$ cat src/source/pipe_settings.svh
// stall vector bit positions, register count
// opcode, function, operation and result-group codes
`ifndef PIPE_SETTINGS_SVH
`define PIPE_SETTINGS_SVH

`define STALL_PC        0
`define STALL_IF        1
`define STALL_ID        2
`define STALL_EX        3

`define NUM_REGS        32

`define OP_SPECIAL      6'b000000
`define OP_SPECIAL2     6'b011100
`define OP_ORI          6'b001101
`define OP_ADDIU        6'b001001
`define OP_LUI          6'b001111

`define FN_ADDU         6'b100001
`define FN_SUBU         6'b100011
`define FN_AND          6'b100100
`define FN_OR           6'b100101
`define FN_XOR          6'b100110
`define FN_SLT          6'b101010
`define FN_SLL          6'b000000
`define FN_SRL          6'b000010
// function field under SPECIAL2
`define FN_MUL          6'b000010

`define ALU_NOP         8'b00000000
`define ALU_OR          8'b00100101
`define ALU_AND         8'b00100100
`define ALU_XOR         8'b00100110
`define ALU_ADD         8'b00100001
`define ALU_SUB         8'b00100011
`define ALU_SLT         8'b00101010
`define ALU_SLL         8'b01111100
`define ALU_SRL         8'b00000010
`define ALU_MUL         8'b10101001

`define SEL_NOP         3'b000
`define SEL_LOGIC       3'b001
`define SEL_SHIFT       3'b010
`define SEL_ARITH       3'b100
`define SEL_MUL         3'b101

`endif

$ cat src/source/pipe_pkg.sv
// shared pipeline types: word, register address, operation codes,
// stall vector and multiplier state
package pipe_pkg;

        // data word, operand or result
        typedef logic [31:0] word_t;

        // register file index
        typedef logic [4:0] reg_addr_t;

        // operation code sent to execute
        typedef logic [7:0] alu_op_t;

        // result group
        typedef logic [2:0] alu_sel_t;

        // one bit per stage: pc, if, id, ex, mem, wb
        typedef logic [5:0] stall_vec_t;

        typedef enum logic {
                MUL_IDLE,
                MUL_BUSY
        } mul_state_t;

endpackage

$ cat src/source/if_id.sv
// IF/ID register
`timescale 1ns/100ps
`include "pipe_settings.svh"

module if_id import pipe_pkg::*; (
        input  logic       clk,
        input  logic       rst_n,
        input  logic       flush,
        input  stall_vec_t stall,
        input  word_t      inst,
        output word_t      id_inst
);

        always_ff @(posedge clk)
        begin
                if (!rst_n || flush)
                        id_inst <= '0;
                else if (!stall[`STALL_IF])
                        id_inst <= inst;
                // otherwise hold
        end

endmodule

$ cat src/source/regfile.sv
// register file, two async reads, one sync write, r0 fixed at zero
`timescale 1ns/100ps
`include "pipe_settings.svh"

module regfile import pipe_pkg::*; (
        input  logic      clk,
        input  logic      rst_n,
        input  logic      we,
        input  reg_addr_t waddr,
        input  word_t     wdata,
        input  reg_addr_t raddr1,
        input  reg_addr_t raddr2,
        output word_t     rdata1,
        output word_t     rdata2
);

        word_t regs [`NUM_REGS];

        always_ff @(posedge clk)
        begin
                if (!rst_n)
                begin
                        for (int i = 0; i < `NUM_REGS; i++)
                                regs[i] <= '0;
                end
                else if (we && waddr != '0)
                begin
                        regs[waddr] <= wdata;
                end
        end

        // no bypass here, decode forwards from writeback
        assign rdata1 = (raddr1 == '0) ? '0 : regs[raddr1];
        assign rdata2 = (raddr2 == '0) ? '0 : regs[raddr2];

endmodule

$ cat src/source/id_decode.sv
// instruction decode, operand forwarding, MUL dependence stall request
`timescale 1ns/100ps
`include "pipe_settings.svh"

module id_decode import pipe_pkg::*; (
        input  word_t     id_inst,
        input  word_t     rdata1,
        input  word_t     rdata2,
        input  word_t     ex_result,
        input  word_t     wb_data,
        input  reg_addr_t ex_wd,
        input  reg_addr_t wb_addr,
        input  logic      ex_wreg,
        input  logic      ex_is_mul,
        input  logic      wb_we,
        output reg_addr_t raddr1,
        output reg_addr_t raddr2,
        output alu_op_t   aluop,
        output alu_sel_t  alusel,
        output word_t     reg1,
        output word_t     reg2,
        output reg_addr_t wd,
        output logic      wreg,
        output logic      stallreq_id
);

        logic [5:0] op;
        logic [5:0] fn;
        reg_addr_t  rs;
        reg_addr_t  rt;
        reg_addr_t  rd;
        logic [4:0] sa;
        logic [15:0] imm;

        logic  use_rs;
        logic  use_rt;
        logic  use_imm;
        logic  use_sa;
        word_t imm_val;

        assign op  = id_inst[31:26];
        assign rs  = id_inst[25:21];
        assign rt  = id_inst[20:16];
        assign rd  = id_inst[15:11];
        assign sa  = id_inst[10:6];
        assign fn  = id_inst[5:0];
        assign imm = id_inst[15:0];

        always_comb
        begin
                aluop   = `ALU_NOP;
                alusel  = `SEL_NOP;
                wd      = '0;
                use_rs  = 1'b0;
                use_rt  = 1'b0;
                use_imm = 1'b0;
                use_sa  = 1'b0;
                imm_val = '0;
                case (op)
                `OP_SPECIAL:
                begin
                        case (fn)
                        `FN_ADDU: {aluop, alusel} = {`ALU_ADD, `SEL_ARITH};
                        `FN_SUBU: {aluop, alusel} = {`ALU_SUB, `SEL_ARITH};
                        `FN_SLT:  {aluop, alusel} = {`ALU_SLT, `SEL_ARITH};
                        `FN_AND:  {aluop, alusel} = {`ALU_AND, `SEL_LOGIC};
                        `FN_OR:   {aluop, alusel} = {`ALU_OR, `SEL_LOGIC};
                        `FN_XOR:  {aluop, alusel} = {`ALU_XOR, `SEL_LOGIC};
                        `FN_SLL:  {aluop, alusel} = {`ALU_SLL, `SEL_SHIFT};
                        `FN_SRL:  {aluop, alusel} = {`ALU_SRL, `SEL_SHIFT};
                        default:  {aluop, alusel} = {`ALU_NOP, `SEL_NOP};
                        endcase
                        if (alusel != `SEL_NOP)
                        begin
                                wd     = rd;
                                use_rt = 1'b1;
                                // shift amount comes from sa, not rs
                                use_sa = (alusel == `SEL_SHIFT);
                                use_rs = (alusel != `SEL_SHIFT);
                        end
                end
                `OP_SPECIAL2:
                begin
                        if (fn == `FN_MUL)
                        begin
                                {aluop, alusel} = {`ALU_MUL, `SEL_MUL};
                                wd     = rd;
                                use_rs = 1'b1;
                                use_rt = 1'b1;
                        end
                end
                `OP_ORI:
                begin
                        {aluop, alusel} = {`ALU_OR, `SEL_LOGIC};
                        wd      = rt;
                        use_rs  = 1'b1;
                        use_imm = 1'b1;
                        imm_val = {16'h0000, imm};
                end
                `OP_ADDIU:
                begin
                        {aluop, alusel} = {`ALU_ADD, `SEL_ARITH};
                        wd      = rt;
                        use_rs  = 1'b1;
                        use_imm = 1'b1;
                        imm_val = {{16{imm[15]}}, imm};
                end
                `OP_LUI:
                begin
                        // or with zero
                        {aluop, alusel} = {`ALU_OR, `SEL_LOGIC};
                        wd      = rt;
                        use_imm = 1'b1;
                        imm_val = {imm, 16'h0000};
                end
                default:
                begin
                        wd = '0;
                end
                endcase
        end

        // the all-zero word lands here as sll to r0
        assign wreg = (alusel != `SEL_NOP) && (wd != '0);

        function automatic word_t fwd(input reg_addr_t addr, input word_t rdata);
                if (addr == '0)
                        return '0;
                else if (ex_wreg && ex_wd == addr)
                        return ex_result;
                else if (wb_we && wb_addr == addr)
                        return wb_data;
                return rdata;
        endfunction

        assign raddr1 = rs;
        assign raddr2 = rt;

        assign reg1 = use_sa ? {27'd0, sa} : (use_rs ? fwd(rs, rdata1) : '0);
        assign reg2 = use_imm ? imm_val : (use_rt ? fwd(rt, rdata2) : '0);

        // product not ready for forwarding while MUL sits in execute
        assign stallreq_id = ex_is_mul && ex_wreg &&
                             ((use_rs && rs == ex_wd) || (use_rt && rt == ex_wd));

endmodule

$ cat src/source/id_ex.sv
// ID/EX register with flush, bubble insertion and hold
`timescale 1ns/100ps
`include "pipe_settings.svh"

module id_ex import pipe_pkg::*; (
        input  logic       clk,
        input  logic       rst_n,
        input  logic       flush,
        input  stall_vec_t stall,
        input  alu_op_t    id_aluop,
        input  alu_sel_t   id_alusel,
        input  word_t      id_reg1,
        input  word_t      id_reg2,
        input  reg_addr_t  id_wd,
        input  logic       id_wreg,
        output alu_op_t    ex_aluop,
        output alu_sel_t   ex_alusel,
        output word_t      ex_reg1,
        output word_t      ex_reg2,
        output reg_addr_t  ex_wd,
        output logic       ex_wreg
);

        logic bubble;

        // decode stopped while execute runs
        assign bubble = stall[`STALL_ID] && !stall[`STALL_EX];

        always_ff @(posedge clk)
        begin
                if (!rst_n || flush || bubble)
                begin
                        ex_aluop  <= `ALU_NOP;
                        ex_alusel <= `SEL_NOP;
                        ex_reg1   <= '0;
                        ex_reg2   <= '0;
                        ex_wd     <= '0;
                        ex_wreg   <= 1'b0;
                end
                else if (!stall[`STALL_ID])
                begin
                        ex_aluop  <= id_aluop;
                        ex_alusel <= id_alusel;
                        ex_reg1   <= id_reg1;
                        ex_reg2   <= id_reg2;
                        ex_wd     <= id_wd;
                        ex_wreg   <= id_wreg;
                end
                // both stopped, hold
        end

endmodule

$ cat src/source/ex_stage.sv
// execute: ALU, shifter, two-cycle multiplier, EX/WB register
`timescale 1ns/100ps
`include "pipe_settings.svh"

module ex_stage import pipe_pkg::*; (
        input  logic       clk,
        input  logic       rst_n,
        input  stall_vec_t stall,
        input  alu_op_t    ex_aluop,
        input  alu_sel_t   ex_alusel,
        input  word_t      ex_reg1,
        input  word_t      ex_reg2,
        input  reg_addr_t  ex_wd,
        input  logic       ex_wreg,
        output word_t      ex_result,
        output logic       ex_is_mul,
        output logic       stallreq_ex,
        output logic       wb_we,
        output reg_addr_t  wb_addr,
        output word_t      wb_data
);

        mul_state_t mul_state;
        word_t      mul_prod;
        word_t      logic_res;
        word_t      shift_res;
        word_t      arith_res;
        logic       mul_start;

        always_comb
        begin
                logic_res = '0;
                shift_res = '0;
                arith_res = '0;
                case (ex_aluop)
                `ALU_OR:  logic_res = ex_reg1 | ex_reg2;
                `ALU_AND: logic_res = ex_reg1 & ex_reg2;
                `ALU_XOR: logic_res = ex_reg1 ^ ex_reg2;
                `ALU_SLL: shift_res = ex_reg2 << ex_reg1[4:0];
                `ALU_SRL: shift_res = ex_reg2 >> ex_reg1[4:0];
                `ALU_ADD: arith_res = ex_reg1 + ex_reg2;
                `ALU_SUB: arith_res = ex_reg1 - ex_reg2;
                `ALU_SLT: arith_res = {31'd0, $signed(ex_reg1) < $signed(ex_reg2)};
                default:  logic_res = '0;
                endcase
        end

        always_comb
        begin
                case (ex_alusel)
                `SEL_LOGIC: ex_result = logic_res;
                `SEL_SHIFT: ex_result = shift_res;
                `SEL_ARITH: ex_result = arith_res;
                `SEL_MUL:   ex_result = mul_prod;
                default:    ex_result = '0;
                endcase
        end

        assign ex_is_mul   = (ex_alusel == `SEL_MUL);
        assign mul_start   = ex_is_mul && (mul_state == MUL_IDLE);
        assign stallreq_ex = mul_start;

        // first cycle captures the product, second cycle completes
        always_ff @(posedge clk)
        begin
                if (!rst_n)
                        mul_state <= MUL_IDLE;
                else if (mul_start)
                        mul_state <= MUL_BUSY;
                else
                        mul_state <= MUL_IDLE;
        end

        always_ff @(posedge clk)
        begin
                if (mul_start)
                        mul_prod <= ex_reg1 * ex_reg2;
        end

        always_ff @(posedge clk)
        begin
                if (!rst_n)
                begin
                        wb_we   <= 1'b0;
                        wb_addr <= '0;
                        wb_data <= '0;
                end
                else if (stall[`STALL_EX])
                begin
                        // execute stopped, nothing to write
                        wb_we   <= 1'b0;
                        wb_addr <= '0;
                end
                else
                begin
                        wb_we   <= ex_wreg;
                        wb_addr <= ex_wd;
                        wb_data <= ex_result;
                end
        end

endmodule

$ cat src/source/pipe_ctrl.sv
// stall controller
`timescale 1ns/100ps
`include "pipe_settings.svh"

module pipe_ctrl import pipe_pkg::*; (
        input  logic       rst_n,
        input  logic       stallreq_id,
        input  logic       stallreq_ex,
        output stall_vec_t stall
);

        always_comb
        begin
                stall = '0;
                if (rst_n && stallreq_ex)
                begin
                        stall[`STALL_PC] = 1'b1;
                        stall[`STALL_IF] = 1'b1;
                        stall[`STALL_ID] = 1'b1;
                        stall[`STALL_EX] = 1'b1;
                end
                else if (rst_n && stallreq_id)
                begin
                        stall[`STALL_PC] = 1'b1;
                        stall[`STALL_IF] = 1'b1;
                        stall[`STALL_ID] = 1'b1;
                end
        end

endmodule

$ cat src/source/core_slice.sv
// pipeline slice top: IF/ID, decode, register file, ID/EX, execute, stall control
`timescale 1ns/100ps
`include "pipe_settings.svh"

module core_slice import pipe_pkg::*; (
        input  logic      clk,
        input  logic      rst_n,
        input  logic      flush,
        input  word_t     inst,
        output logic      fetch_stall,
        output logic      wb_we,
        output reg_addr_t wb_addr,
        output word_t     wb_data
);

        stall_vec_t stall;
        word_t      id_inst;
        reg_addr_t  raddr1;
        reg_addr_t  raddr2;
        word_t      rdata1;
        word_t      rdata2;
        alu_op_t    id_aluop;
        alu_sel_t   id_alusel;
        word_t      id_reg1;
        word_t      id_reg2;
        reg_addr_t  id_wd;
        logic       id_wreg;
        alu_op_t    ex_aluop;
        alu_sel_t   ex_alusel;
        word_t      ex_reg1;
        word_t      ex_reg2;
        reg_addr_t  ex_wd;
        logic       ex_wreg;
        word_t      ex_result;
        logic       ex_is_mul;
        logic       stallreq_id;
        logic       stallreq_ex;

        assign fetch_stall = stall[`STALL_IF];

        if_id if_id_i (
                .clk(clk), .rst_n(rst_n), .flush(flush), .stall(stall),
                .inst(inst), .id_inst(id_inst)
        );

        id_decode id_decode_i (
                .id_inst(id_inst), .rdata1(rdata1), .rdata2(rdata2),
                .ex_result(ex_result), .wb_data(wb_data),
                .ex_wd(ex_wd), .wb_addr(wb_addr),
                .ex_wreg(ex_wreg), .ex_is_mul(ex_is_mul), .wb_we(wb_we),
                .raddr1(raddr1), .raddr2(raddr2),
                .aluop(id_aluop), .alusel(id_alusel),
                .reg1(id_reg1), .reg2(id_reg2),
                .wd(id_wd), .wreg(id_wreg), .stallreq_id(stallreq_id)
        );

        regfile regfile_i (
                .clk(clk), .rst_n(rst_n),
                .we(wb_we), .waddr(wb_addr), .wdata(wb_data),
                .raddr1(raddr1), .raddr2(raddr2),
                .rdata1(rdata1), .rdata2(rdata2)
        );

        id_ex id_ex_i (
                .clk(clk), .rst_n(rst_n), .flush(flush), .stall(stall),
                .id_aluop(id_aluop), .id_alusel(id_alusel),
                .id_reg1(id_reg1), .id_reg2(id_reg2),
                .id_wd(id_wd), .id_wreg(id_wreg),
                .ex_aluop(ex_aluop), .ex_alusel(ex_alusel),
                .ex_reg1(ex_reg1), .ex_reg2(ex_reg2),
                .ex_wd(ex_wd), .ex_wreg(ex_wreg)
        );

        ex_stage ex_stage_i (
                .clk(clk), .rst_n(rst_n), .stall(stall),
                .ex_aluop(ex_aluop), .ex_alusel(ex_alusel),
                .ex_reg1(ex_reg1), .ex_reg2(ex_reg2),
                .ex_wd(ex_wd), .ex_wreg(ex_wreg),
                .ex_result(ex_result), .ex_is_mul(ex_is_mul),
                .stallreq_ex(stallreq_ex),
                .wb_we(wb_we), .wb_addr(wb_addr), .wb_data(wb_data)
        );

        pipe_ctrl pipe_ctrl_i (
                .rst_n(rst_n), .stallreq_id(stallreq_id),
                .stallreq_ex(stallreq_ex), .stall(stall)
        );

endmodule

$ cat config.mk
export PLATFORM = sky130hd
export DESIGN_NAME = core_slice
export DESIGN_NICKNAME = d
export VERILOG_FILES = /design/src/source/pipe_pkg.sv /design/src/source/if_id.sv /design/src/source/regfile.sv /design/src/source/id_decode.sv /design/src/source/id_ex.sv /design/src/source/ex_stage.sv /design/src/source/pipe_ctrl.sv /design/src/source/core_slice.sv
export VERILOG_INCLUDE_DIRS = /design/src /design/src/source
export SDC_FILE = /design/constraint.sdc
export NUM_CORES = 2
export LEC_CHECK = 0
export BUFFER_PORTS_ARGS = -buffer_cell sky130_fd_sc_hd__clkbuf_2
export CAP_MARGIN = 40
export CORE_AREA = 10 10 453 411
export CTS_CLUSTER_SIZE = 20
export DETAILED_ROUTE_END_ITERATION = 10
export DIE_AREA = 0 0 463 421
export GPL_TIMING_DRIVEN = 0
export SLEW_MARGIN = 25
export SYNTH_ARGS = -nofsm -noshare
export SYNTH_HDL_FRONTEND = slang
export SYNTH_SLANG_ARGS = --single-unit
$ cat constraint.sdc
create_clock -name clk -period 14.35 [get_ports clk]
set_input_delay 2.1525 -clock clk [delete_from_list [all_inputs] [get_ports clk]]
set_output_delay 2.1525 -clock clk [all_outputs]
set_load 0.03 [all_outputs]
==> metrics <==
core area 177000 sq um; # nets final 8294; Syn Inst Count 7074; area of the multi-input gates 47100 sq um; Worst Path Max Fanout 10; Worst R2R Path Depth 30; site row count 147; Yosys top cell area share 36.9%; Largest stage delay, worst path 890 ps; CP Depth 30; Initial Utilization 48.5%; total grt overflow 0; Die Span Y 421 um; area growth from synthesis to layout 16.5%; WP buf/inv 11; Hold Path Class register to register; Placement Setup Slack 4040 ps; Bufs on Longest Clock Path 3; critical path's top delay family adder cells; main flop type after synthesis edfxtp_1; status finished clean; first-pass GRT wire length 602 mm; Internal Power 0.00634 W; root buffer cell clkbuf_16; register share of total power 46.0%; Combinational Power Share 12.5%; Placer Congestion 1.05; max-cap viol count 0; GRT Total Usage 45.3%; hold depth 2; count of cell types in the netlist 97; DRT iter0 DRCs 14306; placed cell area 95100 sq um; number of CTS-inserted buffers 138; Slew Limit Fails 0; setup ws final 3710 ps; most used cell along the critical path fa_1; CTS Hold Bufs 0; fin crit share 74.1%; Slew headroom 26.9%; Switching Power 0.00238 W; Post-CTS Resized 0; vias per cell 7.11; final instance area 100000 sq um; Reg area 34900 sq um; Max IR drop VDD 119 uV; Max Clk Rate 94.0 MHz; via count 72257; die area 195000 sq um; CP Capture Type register; Post-synth EDFFs 1056; Antenna Nets Post-Route 0; top post-synthesis cells by area edfxtp_1, mux4_2, fa_1; Async SR Flop Fraction 0%; WP data required 14970 ps; DP HPWL 353 mm; largest net degree at the start of global routing 33; final wirelength 453 mm; final hold violations 0; FF+latch count, synth 1217; number of global-route vias before repair 68203; Final TNS setup 0 ps; area leader, netlist edfxtp_1; clk_skew 52.3 ps; Worst path slowest cell dfxtp_1; H-Tree Depth 4; Crit path arrival time 11260 ps; Clock Sinks 1217; Final Setup Violations 0; Post-Synthesis Cell Area 85800 sq um; CTS clock-pin slew for the worst setup and hold paths 60 ps; worst-margin pin slew 1090 ps; RSZ-0062 raised after global routing false; CP startpoint kind register; Avg Synthesized Cell Area 12.1 sq um; layout cell share with drive strength beyond 1 20.9%; initial antenna violation count 58; CTS tree done; Avg WL per Cell 44.5 um; post-synthesis sequential area ratio 40.7%; Fill cells 14719; drt drc 0; IO Count 74; die width 463 um; PD cells 87.2 nW/um^2; Leakage 37.4 nW; clock share of power 41.4%; Switching Fraction 27.3%; postcts setup bufs 0; Crit Path Class register to register; crit path time final 10640 ps; synth warn 0; Port Buf Inserts 73; Initial DRT Pass Iterations 7; Worst-Skew Late Latency 860 ps
[Yosys cell counts (all sizes together) (14+ instances only)]
| cell | instances |
|---|---|
| fa | 410 |
| a221oi | 34 |
| dfxtp | 161 |
| ha | 219 |
| a211oi | 48 |
| nand2 | 491 |
| a22oi | 37 |
| a31oi | 20 |
| xor2 | 34 |
| nand2b | 16 |
| nand3 | 31 |
| mux4 | 708 |
| a211o | 14 |
| o211ai | 16 |
| nor3 | 61 |
| mux2i | 104 |
| xnor2 | 92 |
| and2 | 1004 |
| nor2b | 18 |
| a21o | 33 |
| edfxtp | 1056 |
| and3 | 25 |
| inv | 497 |
| o221ai | 25 |
| a21oi | 232 |
| o22ai | 44 |
| or3 | 21 |
| nand4 | 15 |
| nor2 | 571 |
| buf | 151 |
| o31ai | 15 |
| nor4 | 14 |
| clkbuf | 473 |
| o21bai | 17 |
| mux2 | 32 |
| o21ai | 185 |
[cell usage in the layout, fill, tap and decap left out, types with 38 or more instances in the layout]
| cell | instances |
|---|---|
| a211oi_1 | 44 |
| a21oi_1 | 230 |
| and2_1 | 1004 |
| buf_16 | 109 |
| buf_2 | 121 |
| buf_6 | 109 |
| buf_8 | 43 |
| clkbuf_1 | 413 |
| clkbuf_16 | 140 |
| clkbuf_2 | 167 |
| dfxtp_1 | 159 |
| diode_2 | 38 |
| edfxtp_1 | 1056 |
| fa_1 | 410 |
| ha_1 | 219 |
| inv_1 | 488 |
| mux2i_1 | 98 |
| mux4_2 | 708 |
| nand2_1 | 491 |
| nor2_1 | 571 |
| nor3_1 | 58 |
| o21ai_0 | 105 |
| o21ai_1 | 46 |
| o22ai_1 | 44 |
| xnor2_1 | 89 |
[state kept, by name, indices dropped and copies added, names as in the netlist, named ones only]
| name | flops |
|---|---|
| id_ex_i.ex_reg1 | 32 |
| id_ex_i.ex_reg2 | 32 |
| if_id_i.id_inst | 32 |
| id_ex_i.ex_aluop | 7 |
| id_ex_i.ex_wreg | 1 |
| ex_stage_i.wb_addr | 5 |
| ex_stage_i.mul_prod | 32 |
| ex_stage_i.wb_we | 1 |
| regfile_i.regs | 1024 |
| ex_stage_i.mul_state | 1 |
| ex_stage_i.wb_data | 32 |
| id_ex_i.ex_alusel | 3 |
| id_ex_i.ex_wd | 5 |
[metal layers]
layer | part of all wire, % | up-vias | routed length [um] | track usage (%)
li1 | - | 26552 | - | -
met1 | 36 | 36553 | 161000 | 59.3
met2 | 38 | 7364 | 173000 | 59.0
met3 | 19 | 1722 | 84300 | 25.0
met4 | 7.2 | 66 | 32500 | 24.5
met5 | 0.23 | - | 1030 | 1.61
[worst reg2reg max path, delay by kind of cell (launching register included)]
kind	cells	cell delay, ps
buffers and inverters	11	3550
DFF	1	890
adders and majority gates	9	3730
and+or+nand+nor	2	210
xor gates and xnor gates	1	310
AOI/OAI and AO/OA	7	1730
[area by class of cell]
class,count,area share [%]
multi-input combinational,4756,47.1
sequential,1217,34.9
timing repair buffer,385,5.93
clock buffer,181,3.71
tap,2384,2.98
buffer,624,2.65
inverter,508,1.91
clock inverter,68,0.731
antenna,38,0.0951
[kinds of logic (layout without fill, tap and decap cells)]
group	after synthesis	count (layout)	synth area share (%)
buf+inv	1132	1766	5.09
mux	844	844	20.2
compound gates	823	823	6.32
other cells	1	70	0.00437
simple gates	2302	2302	13.6
fa+ha+maj	629	629	12.8
flops	1217	1217	40.7
xor+xnor	126	126	1.29
[power groups by stage]
stage	logic [W]	clock network, W	registers [W]
after global placement	0.000872	0	0.00412
after global routing	0.00106	0.00372	0.00402
after floorplan	0.000474	0	0.00406
after CTS	0.00101	0.00358	0.00401
final	0.00109	0.00361	0.00402
after detailed placement	0.00100	0	0.00408
[final timing paths]
path / start / endpoint / slack, ps
worst min register to register: if_id_i.id_inst[15]$_SDFFE_PP0N_ / id_ex_i.ex_reg2[31]$_SDFFE_PP0N_ / 530
worst max register to register: id_ex_i.ex_reg1[3]$_SDFFE_PP0N_ / ex_stage_i.mul_prod[30]$_DFFE_PP_ / 3710
worst max-delay path: id_ex_i.ex_reg1[3]$_SDFFE_PP0N_ / ex_stage_i.mul_prod[30]$_DFFE_PP_ / 3710
worst min-delay path: if_id_i.id_inst[15]$_SDFFE_PP0N_ / id_ex_i.ex_reg2[31]$_SDFFE_PP0N_ / 530
[through the flow]
step / util [%] / cells / hold WS (ps) / power (W)
final: 56.5 / 10161 / 528 / 0.00872
after global routing: 56.5 / 10134 / 545 / 0.00880
after CTS: 56.2 / 10088 / 528 / 0.00860
after detailed placement: 53.7 / 9839 / 521 / 0.00509
after global placement: 50.5 / 9562 / 494 / 0.00499
after floorplan: - / 7105 / 454 / 0.00454
(Power assumes the default switching activity.)
